[config.mk]
export PLATFORM = sky130hd
export DESIGN_NAME = pdl_pointer_flat
export DESIGN_NICKNAME = d
export VERILOG_FILES = /design/src/pdl_pkg.sv /design/src/pdl_port_if.sv /design/src/pdl_pointer.sv /design/src/flat_wrapper.sv
export SDC_FILE = /design/constraint.sdc
export NUM_CORES = 1
export LEC_CHECK = 0
export ABC_CLOCK_PERIOD_IN_PS = 6800
export BUFFER_PORTS_ARGS = -buffer_cell sky130_fd_sc_hd__buf_2
export CORE_MARGIN = 4
export CORE_UTILIZATION = 41
export DETAILED_ROUTE_END_ITERATION = 8
export GPL_TIMING_DRIVEN = 0
export PLACE_DENSITY_LB_ADDON = 0.12
export SLEW_MARGIN = 0
export SYNTH_ARGS = -nofsm -noshare
export SYNTH_HDL_FRONTEND = slang
export SYNTH_SLANG_ARGS = --single-unit
export TNS_END_PERCENT = 20
[constraint.sdc]
create_clock -name clk_a -period 6.8 [get_ports clk_a]
set_clock_uncertainty 0.05 [all_clocks]
set_input_delay 1.36 -clock clk_a [delete_from_list [all_inputs] [get_ports clk_a]]
set_output_delay 1.36 -clock clk_a [all_outputs]
set_load 0.01 [all_outputs]
[src/pdl_pkg.sv]
/* Shared definitions for the PDL buffer: word width, default depth,
   stack operation codes and the Wishbone register map. */

package pdl_pkg;

   // ======================================================================
   // Data path sizes
   // ======================================================================

   localparam int WORD_W = 32;               // One stack word.
   localparam int DEPTH_LOG2_DEFAULT = 10;   // 1024 words.

   // ======================================================================
   // Stack operations
   // ======================================================================

   typedef enum logic [1:0]
   {
      OP_PUSH      = 2'd0,
      OP_POP       = 2'd1,
      OP_READ_TOP  = 2'd2,
      OP_WRITE_TOP = 2'd3
   } pdl_op_t;

   // ======================================================================
   // Wishbone register map
   // ======================================================================

   // Word address. The top bit selects the register space, the bits
   // below it address the RAM window.
   localparam int WB_ADR_W = 11;
   localparam int WB_REG_BIT = WB_ADR_W - 1;

   localparam logic [WB_REG_BIT-1:0] REG_POINTER = 10'd0;  // Pointer and flags.
   localparam logic [WB_REG_BIT-1:0] REG_CONTROL = 10'd1;  // Pointer reload.

   // Flag positions in the REG_POINTER read word.
   localparam int STAT_OVERFLOW_BIT = 30;
   localparam int STAT_UNDERFLOW_BIT = 31;

endpackage

[src/pdl_port_if.sv]
/* One port of the PDL RAM, with modports for the port's user and
   for the RAM itself. */

`timescale 1ns/1ps

interface pdl_port_if
#(
   parameter int ADDR_W = pdl_pkg::DEPTH_LOG2_DEFAULT
);

   logic [ADDR_W-1:0]         address;
   logic [pdl_pkg::WORD_W-1:0] wdata;
   logic                      wren;
   logic                      rden;
   logic [pdl_pkg::WORD_W-1:0] q;       // Registered read data.
   logic                      granted; // High when this cycle's write is performed.

   modport user
   (
      output address,
      output wdata,
      output wren,
      output rden,
      input  q,
      input  granted
   );

   modport ram
   (
      input  address,
      input  wdata,
      input  wren,
      input  rden,
      output q,
      output granted
   );

endinterface

[src/pdl_pointer.sv]
/* PDL pointer: decodes stack operations, guards full and empty,
   drives RAM port A and keeps the sticky overflow and underflow flags. */

`timescale 1ns/1ps

module pdl_pointer
#(
   parameter int DEPTH_LOG2 = pdl_pkg::DEPTH_LOG2_DEFAULT
)
(
   input  logic                       clk_a,
   input  logic                       reset,
   input  pdl_pkg::pdl_op_t           op,
   input  logic                       op_valid,
   input  logic [pdl_pkg::WORD_W-1:0] push_data,
   output logic [pdl_pkg::WORD_W-1:0] top_data,
   output logic                       top_valid,
   output logic [DEPTH_LOG2:0]        pointer,
   output logic                       overflow,
   output logic                       underflow,
   input  logic                       pointer_load,
   input  logic [DEPTH_LOG2:0]        load_value,
   pdl_port_if.user                   port
);

   // Pointer value of a full stack.
   localparam logic [DEPTH_LOG2:0] FULL_COUNT = {1'b1, {DEPTH_LOG2{1'b0}}};

   logic              full;
   logic              empty;
   logic              take_op;
   logic              is_push;
   logic              is_pop;
   logic              is_read;
   logic              push_ok;
   logic              pop_ok;
   logic              read_ok;
   logic              write_ok;
   logic              push_err;
   logic              under_err;
   logic [DEPTH_LOG2:0] top_index;

   // ======================================================================
   // Operation decode
   // ======================================================================

   assign full  = (pointer == FULL_COUNT);
   assign empty = (pointer == '0);

   assign take_op = op_valid && !pointer_load;   // A reload wins over the stack.
   assign is_push = (op == pdl_pkg::OP_PUSH);
   assign is_pop  = (op == pdl_pkg::OP_POP);
   assign is_read = is_pop || (op == pdl_pkg::OP_READ_TOP);

   assign push_ok   = take_op && is_push && !full;
   assign pop_ok    = take_op && is_pop && !empty;
   assign read_ok   = take_op && is_read && !empty;
   assign write_ok  = take_op && (op == pdl_pkg::OP_WRITE_TOP) && !empty;
   assign push_err  = take_op && is_push && full;
   assign under_err = take_op && !is_push && empty;

   assign top_index = pointer - 1'b1;

   // RAM port A. Push writes above the top, all others work on the top word.
   assign port.address = is_push ? pointer[DEPTH_LOG2-1:0] : top_index[DEPTH_LOG2-1:0];
   assign port.wdata   = push_data;
   assign port.wren    = push_ok || write_ok;
   assign port.rden    = read_ok;

   assign top_data = port.q;

   // ======================================================================
   // Pointer, flags and read strobe
   // ======================================================================

   always_ff @(posedge clk_a)
   begin
      if (reset)
      begin
         pointer   <= '0;
         overflow  <= 1'b0;
         underflow <= 1'b0;
         top_valid <= 1'b0;
      end
      else if (pointer_load)
      begin
         pointer   <= load_value;
         overflow  <= 1'b0;
         underflow <= 1'b0;
         top_valid <= 1'b0;
      end
      else
      begin
         top_valid <= read_ok;   // q is loaded at this edge.
         if (push_ok)
            pointer <= pointer + 1'b1;
         else if (pop_ok)
            pointer <= top_index;
         if (push_err)
            overflow <= 1'b1;
         if (under_err)
            underflow <= 1'b1;
      end
   end

endmodule

[src/flat_wrapper.sv]
// flat-port wrapper written by rule: the top's interface ports become plain ports
module pdl_pointer_flat 
#(
   parameter int DEPTH_LOG2 = pdl_pkg::DEPTH_LOG2_DEFAULT
)
  (clk_a, reset, op, op_valid, push_data, top_data, top_valid, pointer, overflow, underflow, pointer_load, load_value, port_address, port_wdata, port_wren, port_rden, port_q, port_granted);
  pdl_port_if port_i ();
  input  logic clk_a;
  input  logic reset;
  input  pdl_pkg::pdl_op_t op;
  input  logic op_valid;
  input  logic [pdl_pkg::WORD_W-1:0] push_data;
  output logic [pdl_pkg::WORD_W-1:0] top_data;
  output logic top_valid;
  output logic [DEPTH_LOG2:0] pointer;
  output logic overflow;
  output logic underflow;
  input  logic pointer_load;
  input  logic [DEPTH_LOG2:0] load_value;
  output wire logic [$bits(port_i.address)-1:0] port_address;
  output wire logic [$bits(port_i.wdata)-1:0] port_wdata;
  output wire logic [$bits(port_i.wren)-1:0] port_wren;
  output wire logic [$bits(port_i.rden)-1:0] port_rden;
  input wire logic [$bits(port_i.q)-1:0] port_q;
  input wire logic [$bits(port_i.granted)-1:0] port_granted;
  assign port_address = port_i.address;
  assign port_wdata = port_i.wdata;
  assign port_wren = port_i.wren;
  assign port_rden = port_i.rden;
  assign port_i.q = port_q;
  assign port_i.granted = port_granted;
  pdl_pointer #(.DEPTH_LOG2(DEPTH_LOG2)) u_core (.clk_a(clk_a), .reset(reset), .op(op), .op_valid(op_valid), .push_data(push_data), .top_data(top_data), .top_valid(top_valid), .pointer(pointer), .overflow(overflow), .underflow(underflow), .pointer_load(pointer_load), .load_value(load_value), .port(port_i));
endmodule
==> results.yml, run 1 <==
status:
  status: "complete, no violations"
finish:
  drive_above_1_share_pct: 50.98
  fin_area_um2: 2509
  diodes: 0
  final.fill_count: 472
  syn_to_final_growth_pct: 34.65
  layout.nets: 445
critical_path:
  cp_slowest_cell: "clkbuf_1"
  crit_arrival_ns: 2.95
  required_ns: 5.39
  crit_chain: "buf_2, inv_1, ha_1, and3b_1, clkbuf_1, nand2_1, nand2_1, buf_2"
  startpoint_type: "input pin"
  crit_buf_inv: 4
  cp-end-kind: "output pin"
  critPathTopFamily: "buffers and inverters"
  crit_fanout: 10
  crit_type: "input pin to output pin"
  slowest_delay_ns: 0.38
yosys:
  syn_nets: 335
  synthMostInstantiatedCell: "buf_4"
  ys_async_sr_fraction_pct: 0
  netlist_instances: 248
  yosysTopAreaCellShare_pct: 25.79
  synth_ff_type: "dfxtp_1"
  synth_edf_count: 0
  yosys_warnings: 0
  synth_area_leaders: "buf_4 (26%), dfxtp_1 (15%), xnor2_1 (3.8%), ha_1 (3.4%), clkbuf_1 (2.6%)"
  synth.cell_area_um2: 1863
  yosysSeqAreaShare_pct: 15.04
  yosysTopAreaCell: "buf_4"
  syn_avg_cell_area_um2: 7.512
  ys_seq_elements: 14
  synth_common_cells: "buf_4 (64), dfxtp_1 (14), clkbuf_1 (13), nor2_1 (13), nand2_1 (11)"
  ys_types: 57
sta:
  setup_tns_ns: 0
  maxSlewViolCount: 0
  finalHoldViolCount: 0
  period_needed_ns: 4.363
  period_share_pct: 64.16
  tightestPinTransition_ns: 0.9319
  setup_viol: 0
  max_freq_mhz: 229.2
  slew_headroom_pct: 37.30
  rsz0062_at_grt: "false"
detailed_routing:
  postRouteAntennaNets: 0
  drt_pass1_iterations: 4
  wl_per_cell_um: 14.67
  dr.first_iter.drc_count: 221
  wirelength_um: 5998
  via_count: 2153
  drc: 0
  avgViaCountPerCell: 5.264
cts:
  ctsResizeCount: 0
  cts_buffer_depth: 2
  cts_buffers: 3
  post_cts_buffers: 0
  htreeDepth: 1
  cts_sinks: 14
  cts_root_buf: "clkbuf_8"
  clk_latency_ns: 0.25
  cts_tree: "done"
  clkTransAtPathRegs_ns: 0.06
  hold_buffers: 0
power_and_ir_drop:
  internal-power_w: 0.0002290
  power.net_switching_w: 0.0001394
  p_comb_share_pct: 50.8
  power_frac_clock_pct: 23.5
  vdd_ir_drop_max_uv: 68.85
  switching_share_pct: 37.84
  leakage_nw: 1.241
  p_per_area_nw_per_um2: 146.9
  seqPwrFrac_pct: 25.7
floorplanning:
  rows: 24
  fp.dieH_um: 75.41
  io_pins: 172
  initial_core_util_pct: 42.49
  core-area_um2: 4384
  die_w_um: 75.41
  die_area_um2: 5687
min_path:
  hold_path.class: "flop to flop"
placed_design:
  routabilityCongestion: 0.9487
  dp_hpwl_um: 4806
  placed_area_um2: 2454
  io_buffers: 105
grt:
  grt_pass1_vias: 1936
  grt_pass1_wl_um: 9045
  antenna_found_initial: 0
  grt_max_degree: 11
  grt_usage_pct: 20.40
  overflow: 0
run:
  maxCapViolations: 0
[state kept, by name (all words and copies together), names as in the netlist]
register / count
u_core.pointer: 11
u_core.top_valid: 1
u_core.overflow: 1
u_core.underflow: 1
[worst register-to-register path: stages (launching register included)]
cell	delay (ns)
dfxtp_1	0.33
clkbuf_1	0.24
inv_1	0.11
ha_1	0.29
or4b_2	0.63
or3_4	0.40
nand2_1	0.25
o211ai_1	0.12
a2111oi_0	0.36
[cells in the final DEF (no fill, tap or decap), drive strengths merged, types with 2 or more instances in the layout]
master / synthesis / layout
o21ai: 4 / 4
a2111oi: 3 / 3
o211ai: 2 / 2
mux2i: 2 / 2
or4: 6 / 6
nand3: 7 / 7
o22ai: 3 / 3
nand2: 11 / 11
nor3b: 2 / 2
nor2: 13 / 13
nand4: 3 / 3
o31ai: 2 / 2
a211oi: 5 / 5
a21oi: 6 / 6
clkbuf: 13 / 17
a311oi: 3 / 3
nor4: 4 / 4
o41ai: 2 / 2
xnor2: 8 / 8
and3: 3 / 3
inv: 8 / 8
nor4b: 4 / 4
or3: 3 / 3
nor3: 8 / 8
buf: 70 / 175
nand2b: 4 / 4
ha: 5 / 5
dfxtp: 14 / 14
xor2: 3 / 3
nor2b: 3 / 3
a31oi: 2 / 2
nand3b: 2 / 2
[final timing paths]
check / from / slack (ns) / cells after the start / end
max: op[1] / 2.44 / 8 / port_wren
min: u_core.overflow / 0.47 / 2 / u_core.overflow
max reg2reg: u_core.pointer[0] / 3.92 / 8 / u_core.pointer[5]
min reg2reg: u_core.overflow / 0.47 / 2 / u_core.overflow
[power groups by stage]
| stage | logic, W | clock network [W] | registers (W) |
|---|---|---|---|
| floorplan | 0.000123 | 0 | 0.0000979 |
| global placement | 0.000186 | 0 | 0.0000964 |
| detailed placement | 0.000187 | 0 | 0.0000965 |
| CTS | 0.000188 | 0.0000868 | 0.0000946 |
| global route | 0.000207 | 0.0000903 | 0.0000955 |
| finish | 0.000187 | 0.0000865 | 0.0000949 |
[per-stage QoR]
stage	total power (W)	setup WS (ns)	util, %	std cells	hold WS, ns
floorplan	0.0002211	2.999	-	248	0.4753
global placement	0.0002819	2.458	55.96	405	0.4550
detailed placement	0.0002834	2.470	55.96	405	0.4625
CTS	0.0003691	2.454	57.22	409	0.4773
global route	0.0003927	2.321	57.22	409	0.5161
finish	0.0003684	2.437	57.22	409	0.4737
[cells by family after synthesis]
logic type | after synthesis | synth area share, %
fa+ha+maj | 5 | 3.358
xor+xnor | 11 | 5.172
buf+inv | 91 | 32.10
compound gates | 46 | 18.54
flops | 14 | 15.04
simple gates | 79 | 24.71
mux | 2 | 1.075
[layout make-up]
type	instances	area (um2)	share of cell area (%)
Clock buffer	4	55.05	2.195
Buffer	83	568.0	22.64
Timing Repair Buffer	105	525.5	20.95
Sequential cell	14	280.3	11.17
Multi-Input combinational cell	143	984.7	39.25
Inverter	8	30.03	1.197
Tap cell	52	65.06	2.594
[layer usage]
layer | global-route usage, % | share of wire, % | routed length (um)
met4 | 7.573 | 1.1 | 67
met1 | 28.14 | 39 | 2337
met2 | 31.35 | 47 | 2836
met5 | 0 | 0 | 0
met3 | 4.090 | 13 | 757
No activity file was read; power rests on OpenSTA's default activity.
==> run 2, diff against run 1 <==
ABC_CLOCK_PERIOD_IN_PS = 4500   (was 6800)
CORE_UTILIZATION = 38   (was 41)
clock period = 4.5 ns   (was 6.8 ns; I/O delays follow)
==> run 2 against run 1 <==
Compared with the run above:
- combinational power grew 52%
- first-iteration DRC count shrank 43%
- sequential share of layout area is essentially flat
- wire length grew 4.8%
- non-clock buffer count is the same
- register-to-register slack lost 2.3 ns
- total power grew 47%
- via count shrank 2.1%
- largest cell class unchanged
==> results.yml, run 2 (synthesized netlist as in run 1, its figures left out) <==
cts:
  post_cts_buffers: 0
  cts_buffers: 3
  ctsResizeCount: 0
  clk_latency_ns: 0.25
  clkTransAtPathRegs_ns: 0.07
  cts_tree: "done"
  htreeDepth: 1
  cts_buffer_depth: 2
  hold_buffers: 0
  cts_sinks: 14
  cts_root_buf: "clkbuf_8"
grt:
  grt_usage_pct: 19.06
  grt_pass1_wl_um: 9487
  antenna_found_initial: 0
  grt_pass1_vias: 1888
  overflow: 0
  grt_max_degree: 11
detailed_routing:
  via_count: 2107
  route.met2.wl_um: 2931
  dr.first_iter.drc_count: 127
  drc: 0
  met1_length_um: 2617
  wl_met3_um: 665
  avgViaCountPerCell: 4.981
  wirelength_um: 6286
  highest_layer: "met4"
  postRouteAntennaNets: 0
  drt_pass1_iterations: 4
  wl_per_cell_um: 14.86
floorplanning:
  initial_core_util_pct: 39.44
  io_pins: 172
  fp.dieH_um: 78.02
  core-area_um2: 4723
  die_w_um: 78.02
  die_area_um2: 6087
  rows: 25
finish:
  layout.nets: 445
  layout_common_cells: "buf_2 (106), buf_4 (64), dfxtp_1 (14), clkbuf_1 (13), nor2_1 (13)"
  largest_register_ff_count: 11
  diodes: 0
  final_common_cell: "buf_2"
  top_register: "u_core.pointer"
  final_util_pct: 53.22
  syn_to_final_growth_pct: 34.92
  drive_above_1_share_pct: 50.84
  instances_no_fill: 423
critical_path:
  worstReg2RegEnd: "u_core.pointer[6]"
  crit_buf_inv: 3
  crit_chain: "clkbuf_1, inv_1, ha_1, or4b_2, or3_4, nand2_1, nand2_1, buf_2"
  cp_slowest_cell: "or4b_2"
  crit_fanout: 8
  cp-end-kind: "output pin"
  crit_arrival_ns: 2.70
  r2r_start: "u_core.pointer[0]"
  crit_cells: 8
  endpoint: "port_wren"
  crit_start: "u_core.pointer[0]"
  rr_worst_depth: 9
  startpoint_type: "flop"
  crit_top_cell: "nand2_1"
  slowest_delay_ns: 0.63
  critPathTopFamily: "simple AND/OR/NAND/NOR gates"
  required_ns: 3.55
  r2r_slack_ns: 1.63
  crit_type: "flop to output pin"
power_and_ir_drop:
  p_per_area_nw_per_um2: 214.9
  leakage_nw: 1.234
  vdd_ir_drop_max_uv: 97.34
sta:
  rsz0062_at_grt: "false"
  tightestPinTransition_ns: 1.018
  setup_ws_ns: 0.8533
  period_share_pct: 81.04
  setup_tns_ns: 0
  slew_headroom_pct: 31.54
  finalHoldViolCount: 0
  period_needed_ns: 3.647
  maxSlewViolCount: 0
  max_freq_mhz: 274.2
  setup_viol: 0
  fin_worst_hold_slack_ns: 0.4697
min_path:
  min_path_cells: 2
  worstHoldStart: "u_core.overflow"
  hold_path.class: "flop to flop"
run:
  maxCapViolations: 0
placed_design:
  io_buffers: 105
  dp_hpwl_um: 4939
  post-place-ws_ns: 1.079
  routabilityCongestion: 0.9419
  place_inst: 420
status:
  status: "complete, no violations"
run 2: routing by layer:
layer | global-route usage [%] | vias up
li1 | - | 1039
met1 | 25.12 | 933
met2 | 31.16 | 129
met3 | 4.587 | 6
met4 | 4.895 | 0
met5 | 0 | -
run 2: power breakdown:
part	leakage, nW	switching (W)	total, W	internal, W
Sequential	0.116	0.0000102	0.000143	0.000133
Clock	0.0216	0.0000522	0.000112	0.0000595
Combinational	1.10	0.000150	0.000285	0.000135
Total	1.23	0.000212	0.000540	0.000328
run 2: worst min path at each step:
stage,end,slack (ns)
floorplan,u_core.overflow,0.48
global placement,u_core.overflow,0.46
detailed placement,u_core.overflow,0.46
CTS,u_core.overflow,0.47
global route,u_core.overflow,0.51
finish,u_core.overflow,0.47
run 2: cell type report:
type / count / area (um2)
plain buffers: 83 / 568.0
clock buffers: 3 / 41.29
fillers: 498 / 2210
inverters: 8 / 30.03
multi-input cells: 143 / 984.7
flip-flops and latches: 14 / 280.3
well taps: 67 / 83.83
repair buffers: 105 / 525.5
run 2: stage by stage:
| step | cell area (um2) | total power [W] |
|---|---|---|
| after CTS | 2514 | 0.0005424 |
| after global routing | 2514 | 0.0005772 |
| after detailed placement | 2472 | 0.0004304 |
| after floorplan | 1863 | 0.0003342 |
| final | 2514 | 0.0005401 |
| after global placement | 2472 | 0.0004302 |
run 2: worst register-to-register path, cell delays in order (launching register included):
cell	delay, ns
dfxtp_1	0.35
clkbuf_1	0.36
inv_1	0.09
ha_1	0.29
nor4b_1	0.17
nand4b_1	0.14
and2_1	0.26
clkbuf_1	0.45
a211oi_1	0.14
a2111oi_0	0.42
==> run 3, diff against run 2 <==
ABC_AREA = 1   (was unset)
ABC_CLOCK_PERIOD_IN_PS = 3190   (was 4500)
CORE_UTILIZATION = 35   (was 38)
clock period = 3.19 ns   (was 4.5 ns; I/O delays follow)
==> run 3 against run 2 <==
Compared with the run above:
- register-to-register slack lost 0.54 ns
- final area grew 7.0%
- final cell count up 18%
- hold slack got worse by 0.065 ns
- global-route usage fell by 3.8 points
- flip-flop and latch count unchanged
- wire length is 10% lower
- setup slack lost 0.38 ns
- critical path type is now input pin to output pin
- largest power group unchanged
- highest routed layer unchanged
==> results.yml, run 3 <==
status:
  status: "complete, no violations"
cts:
  htreeDepth: 1
  cts_sinks: 14
  clk_latency_ns: 0.26
  cts_buffer_depth: 2
  cts_tree: "done"
  post_cts_buffers: 0
  cts_buffers: 3
  cts_root_buf: "clkbuf_8"
  ctsResizeCount: 0
  clkTransAtPathRegs_ns: 0.06
  hold_buffers: 0
detailed_routing:
  drt_pass1_iterations: 4
  wl_per_cell_um: 11.34
  via_count: 2192
  postRouteAntennaNets: 0
  wirelength_um: 5659
  avgViaCountPerCell: 4.393
  drc: 0
  dr.first_iter.drc_count: 117
yosys:
  synthMuxAreaShare_pct: 0
  yosysTopAreaCell: "buf_4"
  yosysSeqAreaShare_pct: 13.88
  syn_nets: 405
  syn_avg_cell_area_um2: 6.350
  synth_common_cells: "nand2_1 (75), buf_4 (67), inv_1 (27)"
  ys_async_sr_fraction_pct: 0
  synth_top_family_by_area: "buffers and inverters"
  synth_xor_area_share_pct: 3.036
  synthMostInstantiatedCell: "nand2_1"
  ys_types: 29
  synth-compound-area-share_pct: 10.22
  netlist_instances: 318
  yosysTopAreaCellShare_pct: 24.91
  ys_seq_elements: 14
  yosys_warnings: 0
  synth_ff_type: "dfxtp_1"
  synth_fa_ha_area_share_pct: 3.098
  synth_edf_count: 0
  synth.cell_area_um2: 2019
  synth_area_leaders: "buf_4 (25%), nand2_1 (14%), dfxtp_1 (14%), nand3_1 (5.2%), inv_1 (5.0%)"
  yosys.area_share.simple_pct: 34.88
grt:
  grt_pass1_wl_um: 8963
  antenna_found_initial: 0
  overflow: 0
  grt_pass1_vias: 2013
  grt_usage_pct: 15.25
  grt_max_degree: 11
finish:
  layout_common_cells: "buf_2 (107), nand2_1 (75), buf_4 (67), inv_1 (27), nor2_1 (23)"
  drive_above_1_share_pct: 49.18
  syn_to_final_growth_pct: 33.21
  final_common_cell: "buf_2"
  multi_input_area_um2: 1035
  final.fill_count: 625
  instances_no_fill: 499
  top_register: "u_core.pointer"
  layout.nets: 515
  diodes: 0
  largest_register_ff_count: 11
  seq_area_um2: 280.3
placed_design:
  io_buffers: 105
  routabilityCongestion: 0.9160
  place_inst: 495
  dp_hpwl_um: 4761
sta:
  period_share_pct: 85.26
  max_freq_mhz: 367.7
  rsz0062_at_grt: "false"
  finalHoldViolCount: 0
  tightestPinTransition_ns: 0.4109
  slew_headroom_pct: 72.45
  maxSlewViolCount: 0
  period_needed_ns: 2.720
  setup_tns_ns: 0
  setup_viol: 0
critical_path:
  rr_worst_depth: 11
  r2r_slack_ns: 1.09
  r2r_start: "u_core.pointer[0]"
  required_ns: 2.50
  crit_arrival_ns: 2.03
  crit_type: "input pin to output pin"
  cp-end-kind: "output pin"
  crit_fanout: 10
  endpoint: "port_address[8]"
  crit_start: "op[0]"
  worstReg2RegEnd: "u_core.pointer[2]"
  startpoint_type: "input pin"
power_and_ir_drop:
  vdd_ir_drop_max_uv: 129.6
  p_total_w: 0.0008220
  p_per_area_nw_per_um2: 305.6
  leakage_nw: 1.559
floorplanning:
  fp.dieH_um: 83.96
  io_pins: 172
  initial_core_util_pct: 36.45
  die_w_um: 83.96
  core-area_um2: 5540
  die_area_um2: 7049
  rows: 27
min_path:
  hold_path.class: "flop to flop"
run:
  maxCapViolations: 0
-- run 3: kinds of logic (layout without fill, tap and decap cells) --
kind of cell | after synthesis | count (layout)
simple gates | 143 | 143
buf+inv | 109 | 218
compound gates | 40 | 40
flops | 14 | 14
xor+xnor | 7 | 7
fa+ha+maj | 5 | 5
-- run 3: how the worst min path moves through the flow --
stage                     cells past startpoint          endpoint  slack (ns)             start
after floorplan                               2   u_core.overflow        0.42   u_core.overflow
after global placement                        2   u_core.overflow        0.39   u_core.overflow
after detailed placement                      2  u_core.underflow        0.39  u_core.underflow
after CTS                                     2  u_core.underflow        0.41  u_core.underflow
after global routing                          2  u_core.underflow        0.44  u_core.underflow
final                                         2   u_core.overflow        0.40   u_core.overflow
-- run 3: worst max-delay path: stages --
cell and delay [ns]:
buf_2 0.10, inv_1 0.04, ha_1 0.18, buf_2 0.17, inv_2 0.17, clkbuf_1 0.36
nand2_1 0.09, o21ai_0 0.11, buf_2 0.18
-- run 3: through the flow --
stage	worst slack, ns	cell area (um2)	utilization (%)	hold WS [ns]
floorplan	0.9397	2019	-	0.4212
global placement	0.4887	2635	47.56	0.3875
detailed placement	0.4761	2635	47.56	0.3901
CTS	0.4747	2690	48.55	0.4072
global route	0.3633	2690	48.55	0.4384
finish	0.4702	2690	48.55	0.4045
-- run 3: layer usage --
layer | vias to the layer above | global-route usage [%] | part of all wire (%)
li1 | 1142 | - | -
met1 | 928 | 19.30 | 42
met2 | 117 | 26.25 | 47
met3 | 5 | 2.468 | 9.5
met4 | 0 | 4.825 | 1.3
met5 | - | 0 | 0
-- run 3: power by group --
group / switching, W / total [W] / internal, W
Combinational: 0.000238 / 0.000434 / 0.000196
Clock: 0.0000759 / 0.000186 / 0.000110
Sequential: 0.0000138 / 0.000202 / 0.000189
-- run 3: final cells by class --
class                           count  share of cell area [%]
Multi-Input combinational cell    195                   38.47
Buffer                             76                   21.49
Timing Repair Buffer              105                   19.53
Sequential cell                    14                   10.42
Inverter                           33                   4.698
Tap cell                           72                   3.349
Clock buffer                        4                   2.047
