===== src/pdl_pkg.sv =====
/* Shared definitions for the PDL buffer: word width, default depth,
   stack operation codes and the Wishbone register map. */

package pdl_pkg;

   // ======================================================================
   // Data path sizes
   // ======================================================================

   localparam int WORD_W = 32;               // One stack word.
   localparam int DEPTH_LOG2_DEFAULT = 10;   // 1024 words.

   // ======================================================================
   // Stack operations
   // ======================================================================

   typedef enum logic [1:0]
   {
      OP_PUSH      = 2'd0,
      OP_POP       = 2'd1,
      OP_READ_TOP  = 2'd2,
      OP_WRITE_TOP = 2'd3
   } pdl_op_t;

   // ======================================================================
   // Wishbone register map
   // ======================================================================

   // Word address. The top bit selects the register space, the bits
   // below it address the RAM window.
   localparam int WB_ADR_W = 11;
   localparam int WB_REG_BIT = WB_ADR_W - 1;

   localparam logic [WB_REG_BIT-1:0] REG_POINTER = 10'd0;  // Pointer and flags.
   localparam logic [WB_REG_BIT-1:0] REG_CONTROL = 10'd1;  // Pointer reload.

   // Flag positions in the REG_POINTER read word.
   localparam int STAT_OVERFLOW_BIT = 30;
   localparam int STAT_UNDERFLOW_BIT = 31;

endpackage


===== src/pdl_port_if.sv =====
/* One port of the PDL RAM, with modports for the port's user and
   for the RAM itself. */

`timescale 1ns/1ps

interface pdl_port_if
#(
   parameter int ADDR_W = pdl_pkg::DEPTH_LOG2_DEFAULT
);

   logic [ADDR_W-1:0]         address;
   logic [pdl_pkg::WORD_W-1:0] wdata;
   logic                      wren;
   logic                      rden;
   logic [pdl_pkg::WORD_W-1:0] q;       // Registered read data.
   logic                      granted; // High when this cycle's write is performed.

   modport user
   (
      output address,
      output wdata,
      output wren,
      output rden,
      input  q,
      input  granted
   );

   modport ram
   (
      input  address,
      input  wdata,
      input  wren,
      input  rden,
      output q,
      output granted
   );

endinterface


===== src/pdl_wb_slave.sv =====
/* Wishbone classic slave for the PDL: RAM window on port B, plus the
   pointer status and pointer reload registers. */

`timescale 1ns/1ps

module pdl_wb_slave
#(
   parameter int DEPTH_LOG2 = pdl_pkg::DEPTH_LOG2_DEFAULT
)
(
   input  logic                         clk_a,
   input  logic                         reset,
   input  logic [pdl_pkg::WB_ADR_W-1:0] wb_adr,
   input  logic [pdl_pkg::WORD_W-1:0]   wb_wdata,
   output logic [pdl_pkg::WORD_W-1:0]   wb_rdata,
   input  logic                         wb_we,
   input  logic                         wb_stb,
   input  logic                         wb_cyc,
   output logic                         wb_ack,
   input  logic [DEPTH_LOG2:0]          pointer,
   input  logic                         overflow,
   input  logic                         underflow,
   output logic                         pointer_load,
   output logic [DEPTH_LOG2:0]          load_value,
   pdl_port_if.user                     port
);

   typedef enum logic [1:0] {ST_IDLE, ST_RD_WAIT, ST_WR_RETRY, ST_ACK} state_t;

   state_t                     state;
   logic                       wb_req;
   logic                       reg_space;
   logic [pdl_pkg::WB_REG_BIT-1:0] reg_offset;
   logic [pdl_pkg::WORD_W-1:0] reg_rdata;
   logic                       new_req;

   assign wb_req     = wb_cyc && wb_stb;
   assign reg_space  = wb_adr[pdl_pkg::WB_REG_BIT];
   assign reg_offset = wb_adr[pdl_pkg::WB_REG_BIT-1:0];
   assign new_req    = wb_req && (state == ST_IDLE);

   // Status word for REG_POINTER. Other offsets read as zero.
   always_comb
   begin
      reg_rdata = '0;
      if (reg_offset == pdl_pkg::REG_POINTER)
      begin
         reg_rdata[DEPTH_LOG2:0] = pointer;
         reg_rdata[pdl_pkg::STAT_OVERFLOW_BIT] = overflow;
         reg_rdata[pdl_pkg::STAT_UNDERFLOW_BIT] = underflow;
      end
   end

   assign pointer_load = new_req && reg_space && wb_we && (reg_offset == pdl_pkg::REG_CONTROL);
   assign load_value   = wb_wdata[DEPTH_LOG2:0];

   // RAM port B. A write is offered until port A lets it through.
   assign port.address = wb_adr[DEPTH_LOG2-1:0];
   assign port.wdata   = wb_wdata;
   assign port.rden    = new_req && !reg_space && !wb_we;
   assign port.wren    = wb_req && !reg_space && wb_we &&
                         (state == ST_IDLE || state == ST_WR_RETRY);

   assign wb_ack = (state == ST_ACK);

   // ======================================================================
   // Cycle state machine
   // ======================================================================

   always_ff @(posedge clk_a)
   begin
      if (reset)
      begin
         state <= ST_IDLE;
      end
      else
      begin
         case (state)
            ST_IDLE:
               if (wb_req)
               begin
                  if (reg_space)
                     state <= ST_ACK;
                  else if (!wb_we)
                     state <= ST_RD_WAIT;
                  else
                     state <= port.granted ? ST_ACK : ST_WR_RETRY;
               end
            ST_RD_WAIT:  state <= wb_req ? ST_ACK : ST_IDLE;
            ST_WR_RETRY:
               if (!wb_req)
                  state <= ST_IDLE;          // Master gave up.
               else if (port.granted)
                  state <= ST_ACK;
            default:     state <= ST_IDLE;
         endcase
      end
   end

   always_ff @(posedge clk_a)
   begin
      if (new_req && reg_space && !wb_we)
         wb_rdata <= reg_rdata;
      else if (state == ST_RD_WAIT)
         wb_rdata <= port.q;   // RAM data arrived on the previous edge.
   end

endmodule


===== src/flat_wrapper.sv =====
// flat-port wrapper written by rule: the top's interface ports become plain ports
module pdl_wb_slave_flat 
#(
   parameter int DEPTH_LOG2 = pdl_pkg::DEPTH_LOG2_DEFAULT
)
  (clk_a, reset, wb_adr, wb_wdata, wb_rdata, wb_we, wb_stb, wb_cyc, wb_ack, pointer, overflow, underflow, pointer_load, load_value, port_address, port_wdata, port_wren, port_rden, port_q, port_granted);
  pdl_port_if port_i ();
  input  logic clk_a;
  input  logic reset;
  input  logic [pdl_pkg::WB_ADR_W-1:0] wb_adr;
  input  logic [pdl_pkg::WORD_W-1:0] wb_wdata;
  output logic [pdl_pkg::WORD_W-1:0] wb_rdata;
  input  logic wb_we;
  input  logic wb_stb;
  input  logic wb_cyc;
  output logic wb_ack;
  input  logic [DEPTH_LOG2:0] pointer;
  input  logic overflow;
  input  logic underflow;
  output logic pointer_load;
  output logic [DEPTH_LOG2:0] load_value;
  output wire logic [$bits(port_i.address)-1:0] port_address;
  output wire logic [$bits(port_i.wdata)-1:0] port_wdata;
  output wire logic [$bits(port_i.wren)-1:0] port_wren;
  output wire logic [$bits(port_i.rden)-1:0] port_rden;
  input wire logic [$bits(port_i.q)-1:0] port_q;
  input wire logic [$bits(port_i.granted)-1:0] port_granted;
  assign port_address = port_i.address;
  assign port_wdata = port_i.wdata;
  assign port_wren = port_i.wren;
  assign port_rden = port_i.rden;
  assign port_i.q = port_q;
  assign port_i.granted = port_granted;
  pdl_wb_slave #(.DEPTH_LOG2(DEPTH_LOG2)) u_core (.clk_a(clk_a), .reset(reset), .wb_adr(wb_adr), .wb_wdata(wb_wdata), .wb_rdata(wb_rdata), .wb_we(wb_we), .wb_stb(wb_stb), .wb_cyc(wb_cyc), .wb_ack(wb_ack), .pointer(pointer), .overflow(overflow), .underflow(underflow), .pointer_load(pointer_load), .load_value(load_value), .port(port_i));
endmodule

===== config.mk =====
export PLATFORM = sky130hd
export DESIGN_NAME = pdl_wb_slave_flat
export DESIGN_NICKNAME = d
export VERILOG_FILES = /design/src/pdl_pkg.sv /design/src/pdl_port_if.sv /design/src/pdl_wb_slave.sv /design/src/flat_wrapper.sv
export SDC_FILE = /design/constraint.sdc
export NUM_CORES = 1
export LEC_CHECK = 0
export ABC_AREA = 0
export ABC_CLOCK_PERIOD_IN_PS = 2200
export BUFFER_PORTS_ARGS = -buffer_cell sky130_fd_sc_hd__buf_4
export CAP_MARGIN = 20
export CORE_MARGIN = 5
export CORE_UTILIZATION = 37
export CTS_CLUSTER_DIAMETER = 150
export DETAILED_ROUTE_END_ITERATION = 8
export PLACE_DENSITY = 0.82
export SYNTH_ARGS = -nofsm -noshare
export SYNTH_HDL_FRONTEND = slang
export SYNTH_SLANG_ARGS = --single-unit
export TNS_END_PERCENT = 50

===== constraint.sdc =====
create_clock -name clk_a -period 2.2 [get_ports clk_a]
set_input_delay 0.44 -clock clk_a [delete_from_list [all_inputs] [get_ports clk_a]]
set_output_delay 0.44 -clock clk_a [all_outputs]
set_load 0.05 [all_outputs]

==> results.py, run 1 <==
metrics = {
    "detailed_routing": {
        "drt_iter0_drc": 33,
        "wl_per_cell_microns": 16.2,
        "met3_length_microns": 667,
        "via_count": 1455,
        "route.detailed.drc": 0,
        "dr.pass1.iters": 4,
        "wl_met2_mm": 2.49,
        "wirelength_met1_mm": 1.70,
        "viasPerCell": 4.72,
        "routed_wl_mm": 4.99,
        "drtAntennaViolNets": 0,
        "topRoutingLayerUsed": "met4",
    },
    "clocking": {
        "post_cts_buffers": 0,
        "clk_transition_reported_paths_ns": 0.07,
        "clk_latency_ns": 0.28,
        "ctsRootBufferMaster": "clkbuf_8",
        "h-tree-depth": 2,
        "cts_resized": 0,
        "cts_sinks": 34,
        "cts_buffer_depth": 2,
        "cts_buffers": 5,
        "cts_hold_buffers": 0,
        "cts_tree": "yes",
    },
    "cells_and_area": {
        "synthToLayoutAreaGrowth_pct": 29.6,
        "fin_nets": 336,
        "antenna_cells": 0,
        "mostFrequentLayoutCell": "buf_4",
        "design_area_sq_um": 2470,
        "final_core_util_pct": 48.7,
        "drive_gt1_share_pct": 53.8,
        "stdcell_count": 308,
        "num-fill-cells": 476,
        "final_cell_mix": "buf_4 (109), nor2_1 (23), dfxtp_1 (21)",
    },
    "worst_setup_path": {
        "path_cells": "buf_4 -> nor4_1 -> nand4b_1 -> nor3_2 -> buf_4",
        "crit_fanout": 2,
        "critPathArrivalTime_ns": 1.56,
        "crit_top_cell": "buf_4",
        "cpPeakStageDelay_ns": 0.42,
        "required_ns": 1.76,
        "critPathLaunchType": "input pin",
        "ff2ff_path_depth": 5,
        "r2r_slack_ns": 0.46,
        "r2r_start": "u_core.state[0]",
        "r2r_end": "u_core.wb_rdata[0]",
        "end_kind": "output port",
        "crit_path_top_delay_cell": "nor4_1",
        "critPathTopFamily": "simple AND/OR/NAND/NOR gates",
        "critPathKind": "in2out",
        "path_buf_inv": 2,
        "cp-startpoint": "wb_adr[4]",
    },
    "die": {
        "pin_count": 183,
        "coreArea_sq_um": 5070,
        "die_x_microns": 81.8,
        "die_y_microns": 81.8,
        "dieArea_sq_um": 6700,
        "initial_utilization_pct": 37.6,
        "row_count": 26,
    },
    "sta": {
        "tightest_slew_ns": 0.427,
        "drv_slew": 0,
        "slew_headroom_pct": 71.3,
        "whs_ns": 0.360,
        "finalSetupViolations": 0,
        "min_period_over_period_pct": 91.0,
        "hold_viol_final": 0,
        "max_freq_mhz": 499,
        "grt_setup_unrepaired": "no",
        "min_period_ns": 2.00,
        "skew_ns": 0.00744,
    },
    "logic_synthesis": {
        "synth.yosys.warnings": 0,
        "synth_nets": 279,
        "ys_types": 30,
        "yosys.area.top_type": "dfxtp_1",
        "syn_area_per_cell_sq_um": 10.6,
        "syn_area_sq_um": 1910,
        "ys_ff_latch": 34,
        "yosysSeqAreaShare_pct": 42.5,
        "synth_top_area_share_pct": 22.0,
        "netlist_top_cells_area": "dfxtp_1 (22%), buf_4 (21%), edfxtp_1 (20%)",
        "synth_cells": 180,
    },
    "run_status": {
        "run_status": "complete, no violations",
    },
    "global_route": {
        "grt_pass1_vias": 1364,
        "gr-total-overflow": 0,
        "antenna_found_initial": 0,
        "grt_pass1_wl_mm": 6.90,
        "grt_usage_pct": 13.9,
        "grt_max_degree": 20,
    },
    "min_path": {
        "hp-class": "in2reg",
        "min-delay-start": "reset",
        "hold_end": "u_core.state[1]",
        "hold_path_depth": 2,
    },
    "placed_design": {
        "dpl.hpwl_mm": 4.04,
        "gp_congestion": 0.790,
        "dpl_cell_area_sq_um": 2380,
        "io_buffer_count": 107,
        "place_inst": 300,
    },
    "pwr": {
        "ir_worst_vdd_uv": 695,
        "p_per_area_nw_per_um2": 1470,
        "power_leakage_uw": 0.00115,
    },
    "run": {
        "maxCapViolCount": 0,
    },
}
[logic make-up (layout without fill, tap and decap cells)]
kind of cell | count (synthesis) | count (layout) | share of synthesized area (%)
buffers and inverters | 62 | 120 | 23.7
and+or+nand+nor | 40 | 40 | 11.2
DFF | 34 | 34 | 42.5
AOI/OAI and AO/OA | 20 | 20 | 9.44
muxes | 19 | 19 | 9.96
adders and majority gates | 5 | 5 | 3.28
[layout make-up]
cell class              count  area [sq um]  share of cell area [%]
inverters                   3          11.3                   0.455
clock buffers               6          82.6                    3.34
multi-input cells          84           652                    26.4
clock inverters             2          11.3                   0.455
well taps                  70          87.6                    3.54
repair buffers            109           818                    33.1
flip-flops and latches     34           811                    32.8
[metrics by stage]
stage               TNS [ns]  total power [uW]  worst slack (ns)
global placement           0              3150             0.280
floorplan           -0.00151              2790          -0.00151
global route               0              3820            0.0872
CTS                        0              3670             0.184
finish                     0              3630             0.197
detailed placement         0              3180             0.198
[power breakdown]
part / internal [uW] / total (uW) / switching [uW]
sequential: 963 / 1090 / 128
combinational: 676 / 2060 / 1390
clock: 252 / 471 / 219
total: 1890 / 3630 / 1730
[worst reg2reg max path: stages, from the launching register on]
cell      delay, ns
dfxtp_1        0.34
inv_1          0.11
ha_1           0.30
nand4b_2       0.18
o21a_4         0.29
a22o_2         0.27
[routing by layer]
layer	vias up	global-route usage, %
li1	688	-
met1	644	13.3
met2	98	24.4
met3	25	6.03
met4	0	8.47
met5	-	0
[how the worst max path moves through the flow]
stage / to / slack (ns) / depth (start not counted)
2_1_floorplan: port_wren / -0.002 / 4
3_3_place_gp: pointer_load / 0.28 / 5
3_5_place_dp: pointer_load / 0.20 / 5
4_1_cts: pointer_load / 0.18 / 5
5_1_grt: port_rden / 0.09 / 5
6_report: pointer_load / 0.20 / 5
[synthesized netlist by cell type]
master	instances
and2_1	1
nor2_1	23
o31ai_1	1
buf_4	53
a21bo_2	1
o32ai_1	1
or3b_2	1
a21oi_1	1
ha_1	5
inv_1	3
o2111ai_1	1
dfxtp_1	21
and3_1	1
nor3_1	2
a22o_1	10
nor4_1	2
o21a_4	1
buf_2	4
and4b_2	1
buf_6	2
mux2i_1	19
or2_2	1
nand4b_2	1
nand2_1	1
nand3_1	3
edfxtp_1	13
a22o_2	3
nor4b_2	1
o21a_1	1
nand4b_1	2
[flip-flops by register name, indices dropped and copies added (netlist names)]
signal,flops
u_core.wb_rdata,32
u_core.state,2
Note: power is estimated with default switching activity, not from simulation.
==> run 2, diff against run 1 <==
CORE_MARGIN = not set   (was 5)
MAX_ROUTING_LAYER = met4   (was not set)
==> results.py, run 2 (synthesized netlist as in run 1, its figures left out) <==
metrics = {
    "clocking": {
        "cts_buffer_depth": 2,
        "cts_hold_buffers": 0,
        "cts_buffers": 5,
        "cts_sinks": 34,
        "post_cts_buffers": 0,
        "ctsRootBufferMaster": "clkbuf_8",
        "clk_latency_ns": 0.28,
        "cts_tree": "yes",
        "h-tree-depth": 2,
        "cts_resized": 0,
        "clk_transition_reported_paths_ns": 0.07,
    },
    "worst_setup_path": {
        "critPathKind": "reg2out",
        "critPathLaunchType": "flop",
        "cp-startpoint": "u_core.state[1]",
        "r2r_start": "u_core.state[1]",
        "required_ns": 1.76,
        "crit_fanout": 7,
        "critPathArrivalTime_ns": 1.55,
        "ff2ff_path_depth": 5,
        "end_kind": "output port",
    },
    "cells_and_area": {
        "synthToLayoutAreaGrowth_pct": 28.9,
        "antenna_cells": 0,
        "drive_gt1_share_pct": 53.4,
        "mostFrequentLayoutCell": "buf_4",
        "top_regs": "u_core.wb_rdata (32), u_core.state (2)",
        "fin_nets": 336,
        "top_register": "u_core.wb_rdata",
        "design_area_sq_um": 2460,
        "largest_reg_flops": 32,
        "num-fill-cells": 458,
        "multi_input_area_sq_um": 652,
        "final_cell_mix": "buf_4 (109), nor2_1 (23), dfxtp_1 (21)",
        "seqCellArea_sq_um": 811,
    },
    "detailed_routing": {
        "met3_length_microns": 480,
        "topRoutingLayerUsed": "met4",
        "drt_iter0_drc": 22,
        "wl_per_cell_microns": 15.0,
        "routed_wl_mm": 4.57,
        "viasPerCell": 4.72,
        "wirelength_met1_mm": 1.57,
        "route.detailed.drc": 0,
        "drtAntennaViolNets": 0,
        "via_count": 1441,
        "dr.pass1.iters": 4,
        "wl_met2_mm": 2.42,
    },
    "die": {
        "initial_utilization_pct": 39.4,
        "coreArea_sq_um": 4850,
        "die_y_microns": 73.8,
        "dieArea_sq_um": 5450,
        "row_count": 25,
        "die_x_microns": 73.8,
        "pin_count": 183,
    },
    "placed_design": {
        "gp_congestion": 0.755,
        "dpl_cell_area_sq_um": 2380,
        "dpl.hpwl_mm": 3.75,
        "io_buffer_count": 107,
        "dp_slack_ns": 0.275,
    },
    "sta": {
        "layout_setup_ws_ns": 0.215,
        "max_freq_mhz": 504,
        "grt_setup_unrepaired": "no",
        "min_period_ns": 1.99,
        "slew_headroom_pct": 74.9,
        "whs_ns": 0.363,
        "skew_ns": 0.00422,
        "tightest_slew_ns": 0.373,
        "min_period_over_period_pct": 90.2,
        "hold_viol_final": 0,
        "finalSetupViolations": 0,
        "drv_slew": 0,
    },
    "pwr": {
        "ir_worst_vdd_uv": 617,
        "intPower_uw": 1860,
        "comb_power_share_pct": 57.6,
        "p_clk_share_pct": 12.1,
        "power_leakage_uw": 0.00114,
        "power.share.sequential_pct": 30.3,
        "p_total_uw": 3590,
        "p_sw_share_pct": 48.3,
        "p_per_area_nw_per_um2": 1460,
        "p_switching_uw": 1730,
    },
    "run": {
        "maxCapViolCount": 0,
    },
    "global_route": {
        "grt_pass1_wl_mm": 6.50,
        "grt_pass1_vias": 1336,
        "grt_max_degree": 20,
        "gr-total-overflow": 0,
        "grt_usage_pct": 16.9,
        "antenna_found_initial": 0,
    },
    "min_path": {
        "hp-class": "in2reg",
        "hold_path_depth": 2,
        "min-delay-start": "reset",
    },
    "run_status": {
        "run_status": "complete, no violations",
    },
}
## run 2: area by class of cell
| cell class | count | area share, % |
|---|---|---|
| Clock inverter | 3 | 0.661 |
| Inverter | 3 | 0.458 |
| Clock buffer | 5 | 2.80 |
| Timing Repair Buffer | 109 | 33.2 |
| Sequential cell | 34 | 32.9 |
| Multi-Input combinational cell | 84 | 26.5 |
| Tap cell | 67 | 3.41 |
## run 2: worst paths after layout
kind	to	slack, ns
worst max-delay path	port_rden	0.21
worst max register to register	u_core.wb_rdata[0]	0.45
worst min-delay path	u_core.state[1]	0.36
worst min register to register	u_core.wb_rdata[13]	0.49
## run 2: per-layer routing
metal | track usage, % | vias up
met2 | 30.0 | 101
met3 | 7.13 | 8
met5 | - | -
met1 | 15.7 | 642
met4 | 7.69 | 0
li1 | - | 690
## run 2: through the flow
| stage | instances | util (%) | setup TNS (ns) |
|---|---|---|---|
| after global placement | 297 | 49.0 | 0 |
| after global routing | 305 | 50.8 | 0 |
| after detailed placement | 297 | 49.0 | 0 |
| final | 305 | 50.8 | 0 |
| after CTS | 305 | 50.8 | 0 |
| after floorplan | 180 | - | -0.00151 |
## run 2: power by group through the flow
stage | clock network [uW] | logic (uW) | registers [uW]
floorplan | 0 | 800 | 1980
global placement | 0 | 2060 | 1090
detailed placement | 0 | 2090 | 1100
CTS | 453 | 2090 | 1090
global route | 476 | 2190 | 1120
finish | 433 | 2070 | 1090
## run 2: worst max-delay path: stages, from the launching register on
cell	delay (ns)
dfxtp_1	0.35
inv_1	0.11
ha_1	0.31
nand4b_2	0.18
nor2_1	0.12
buf_4	0.20
==> run 3, diff against run 2 <==
CORE_ASPECT_RATIO = 1.75   (was not set)
SKIP_CTS_REPAIR_TIMING = 1   (was not set)
==> results.py, run 3 (synthesized netlist as in run 1, its figures left out) <==
metrics = {
    "clocking": {
        "clk_transition_reported_paths_ns": 0.07,
        "clk_latency_ns": 0.28,
        "cts_tree": "yes",
        "h-tree-depth": 2,
        "ctsRootBufferMaster": "clkbuf_8",
        "cts_buffers": 5,
        "cts_buffer_depth": 2,
        "cts_sinks": 34,
    },
    "sta": {
        "min_period_ns": 1.97,
        "slew_headroom_pct": 76.9,
        "max_freq_mhz": 508,
        "drv_slew": 0,
        "finalSetupViolations": 0,
        "skew_ns": 0.00503,
        "tightest_slew_ns": 0.343,
        "min_period_over_period_pct": 89.4,
        "hold_viol_final": 0,
        "grt_setup_unrepaired": "no",
    },
    "cells_and_area": {
        "mostFrequentLayoutCell": "buf_4",
        "antenna_cells": 0,
        "seqCellArea_sq_um": 811,
        "final_cell_mix": "buf_4 (109), nor2_1 (23), dfxtp_1 (21)",
        "drive_gt1_share_pct": 53.8,
        "multi_input_area_sq_um": 652,
        "fin_nets": 336,
        "design_area_sq_um": 2450,
        "top_regs": "u_core.wb_rdata (32), u_core.state (2)",
        "synthToLayoutAreaGrowth_pct": 28.5,
        "top_register": "u_core.wb_rdata",
        "num-fill-cells": 477,
        "final_core_util_pct": 49.3,
        "stdcell_count": 292,
        "largest_reg_flops": 32,
    },
    "pwr": {
        "power.share.sequential_pct": 30.2,
        "ir_worst_vdd_uv": 973,
        "p_switching_uw": 1730,
        "power_leakage_uw": 0.00115,
        "p_clk_share_pct": 13.0,
        "p_sw_share_pct": 47.8,
        "comb_power_share_pct": 56.8,
        "intPower_uw": 1890,
        "p_per_area_nw_per_um2": 1480,
    },
    "worst_setup_path": {
        "ff2ff_path_depth": 5,
        "r2r_end": "u_core.wb_rdata[1]",
        "critPathTopFamily": "flip-flops",
        "critPathLaunchType": "flop",
        "path_cells": "inv_1 -> ha_1 -> nand4b_2 -> nor2_1 -> buf_4",
        "end_kind": "output port",
        "path_buf_inv": 2,
        "r2r_slack_ns": 0.47,
        "cp.depth": 5,
        "cp-startpoint": "u_core.state[1]",
        "required_ns": 1.76,
        "r2r_start": "u_core.state[1]",
        "cp-endpoint": "port_rden",
        "critPathKind": "reg2out",
        "cpPeakStageDelay_ns": 0.35,
        "crit_fanout": 7,
        "crit_path_top_delay_cell": "dfxtp_1",
        "critPathArrivalTime_ns": 1.53,
    },
    "die": {
        "pin_count": 183,
        "coreArea_sq_um": 4980,
        "die_y_microns": 97.0,
        "row_count": 34,
        "die_x_microns": 56.3,
        "initial_utilization_pct": 38.4,
        "dieArea_sq_um": 5460,
    },
    "placed_design": {
        "dpl_cell_area_sq_um": 2360,
        "gp_congestion": 0.766,
        "place_inst": 284,
        "dpl.hpwl_mm": 3.46,
        "io_buffer_count": 107,
    },
    "run_status": {
        "run_status": "complete, no violations",
    },
    "detailed_routing": {
        "via_count": 1428,
        "drtAntennaViolNets": 0,
        "drt_iter0_drc": 37,
        "route.detailed.drc": 0,
        "wl_per_cell_microns": 15.1,
        "routed_wl_mm": 4.42,
        "viasPerCell": 4.89,
        "dr.pass1.iters": 4,
    },
    "run": {
        "maxCapViolCount": 0,
    },
    "global_route": {
        "antenna_found_initial": 0,
        "grt_max_degree": 20,
        "gr-total-overflow": 0,
        "grt_pass1_vias": 1419,
        "grt_usage_pct": 15.8,
        "grt_pass1_wl_mm": 6.47,
    },
    "min_path": {
        "hp-class": "in2reg",
    },
}
run 3: cell types whose count changed in the layout (fill, tap and decap cells not counted), sizes merged:
cell | before | now
clkbuf | 5 | 6
clkinv | 2 | 1
clkinvlp | 1 | 0
inv | 3 | 4
run 3: area by class of cell:
type / count / share of cell area [%]
Timing Repair Buffer: 109 / 33.4
Clock buffer: 6 / 3.37
Clock inverter: 2 / 0.459
Multi-Input combinational cell: 84 / 26.6
Tap cell: 54 / 2.75
Sequential cell: 34 / 33.0
Inverter: 3 / 0.459
run 3: worst min-delay path by stage:
stage                                    from                   to  slack, ns  cells after the start
after floorplan               u_core.state[1]      u_core.state[1]       0.52                      2
after global placement    u_core.wb_rdata[16]  u_core.wb_rdata[16]       0.47                      2
after detailed placement  u_core.wb_rdata[28]  u_core.wb_rdata[28]       0.48                      2
after CTS                               reset      u_core.state[1]       0.36                      2
after global routing                    reset      u_core.state[1]       0.36                      2
final                                   reset      u_core.state[1]       0.37                      2
run 3: routing by layer:
metal | wire length [microns] | vias to the layer above | track usage [%] | part of all wire [%]
li1 | - | 692 | - | -
met5 | 0 | - | - | 0
met3 | 280 | 31 | 3.07 | 6.3
met2 | 2340 | 52 | 27.2 | 53
met1 | 1550 | 653 | 15.2 | 35
met4 | 242 | 0 | 11.4 | 5.5
run 3: per-stage QoR:
stage	setup slack (ns)	setup TNS, ns	total power, uW	hold slack [ns]
3_5_place_dp	0.288	0	3180	0.484
6_report	0.233	0	3620	0.367
2_1_floorplan	-0.00151	-0.00151	2790	0.519
3_3_place_gp	0.314	0	3140	0.474
4_1_cts	0.211	0	3670	0.356
5_1_grt	0.102	0	3800	0.359
run 3: power groups by stage:
stage	combinational, uW	clock (uW)	sequential (uW)
6_report	2060	472	1090
5_1_grt	2160	519	1120
4_1_cts	2080	495	1100
3_5_place_dp	2070	0	1110
3_3_place_gp	2040	0	1100
2_1_floorplan	800	0	1980
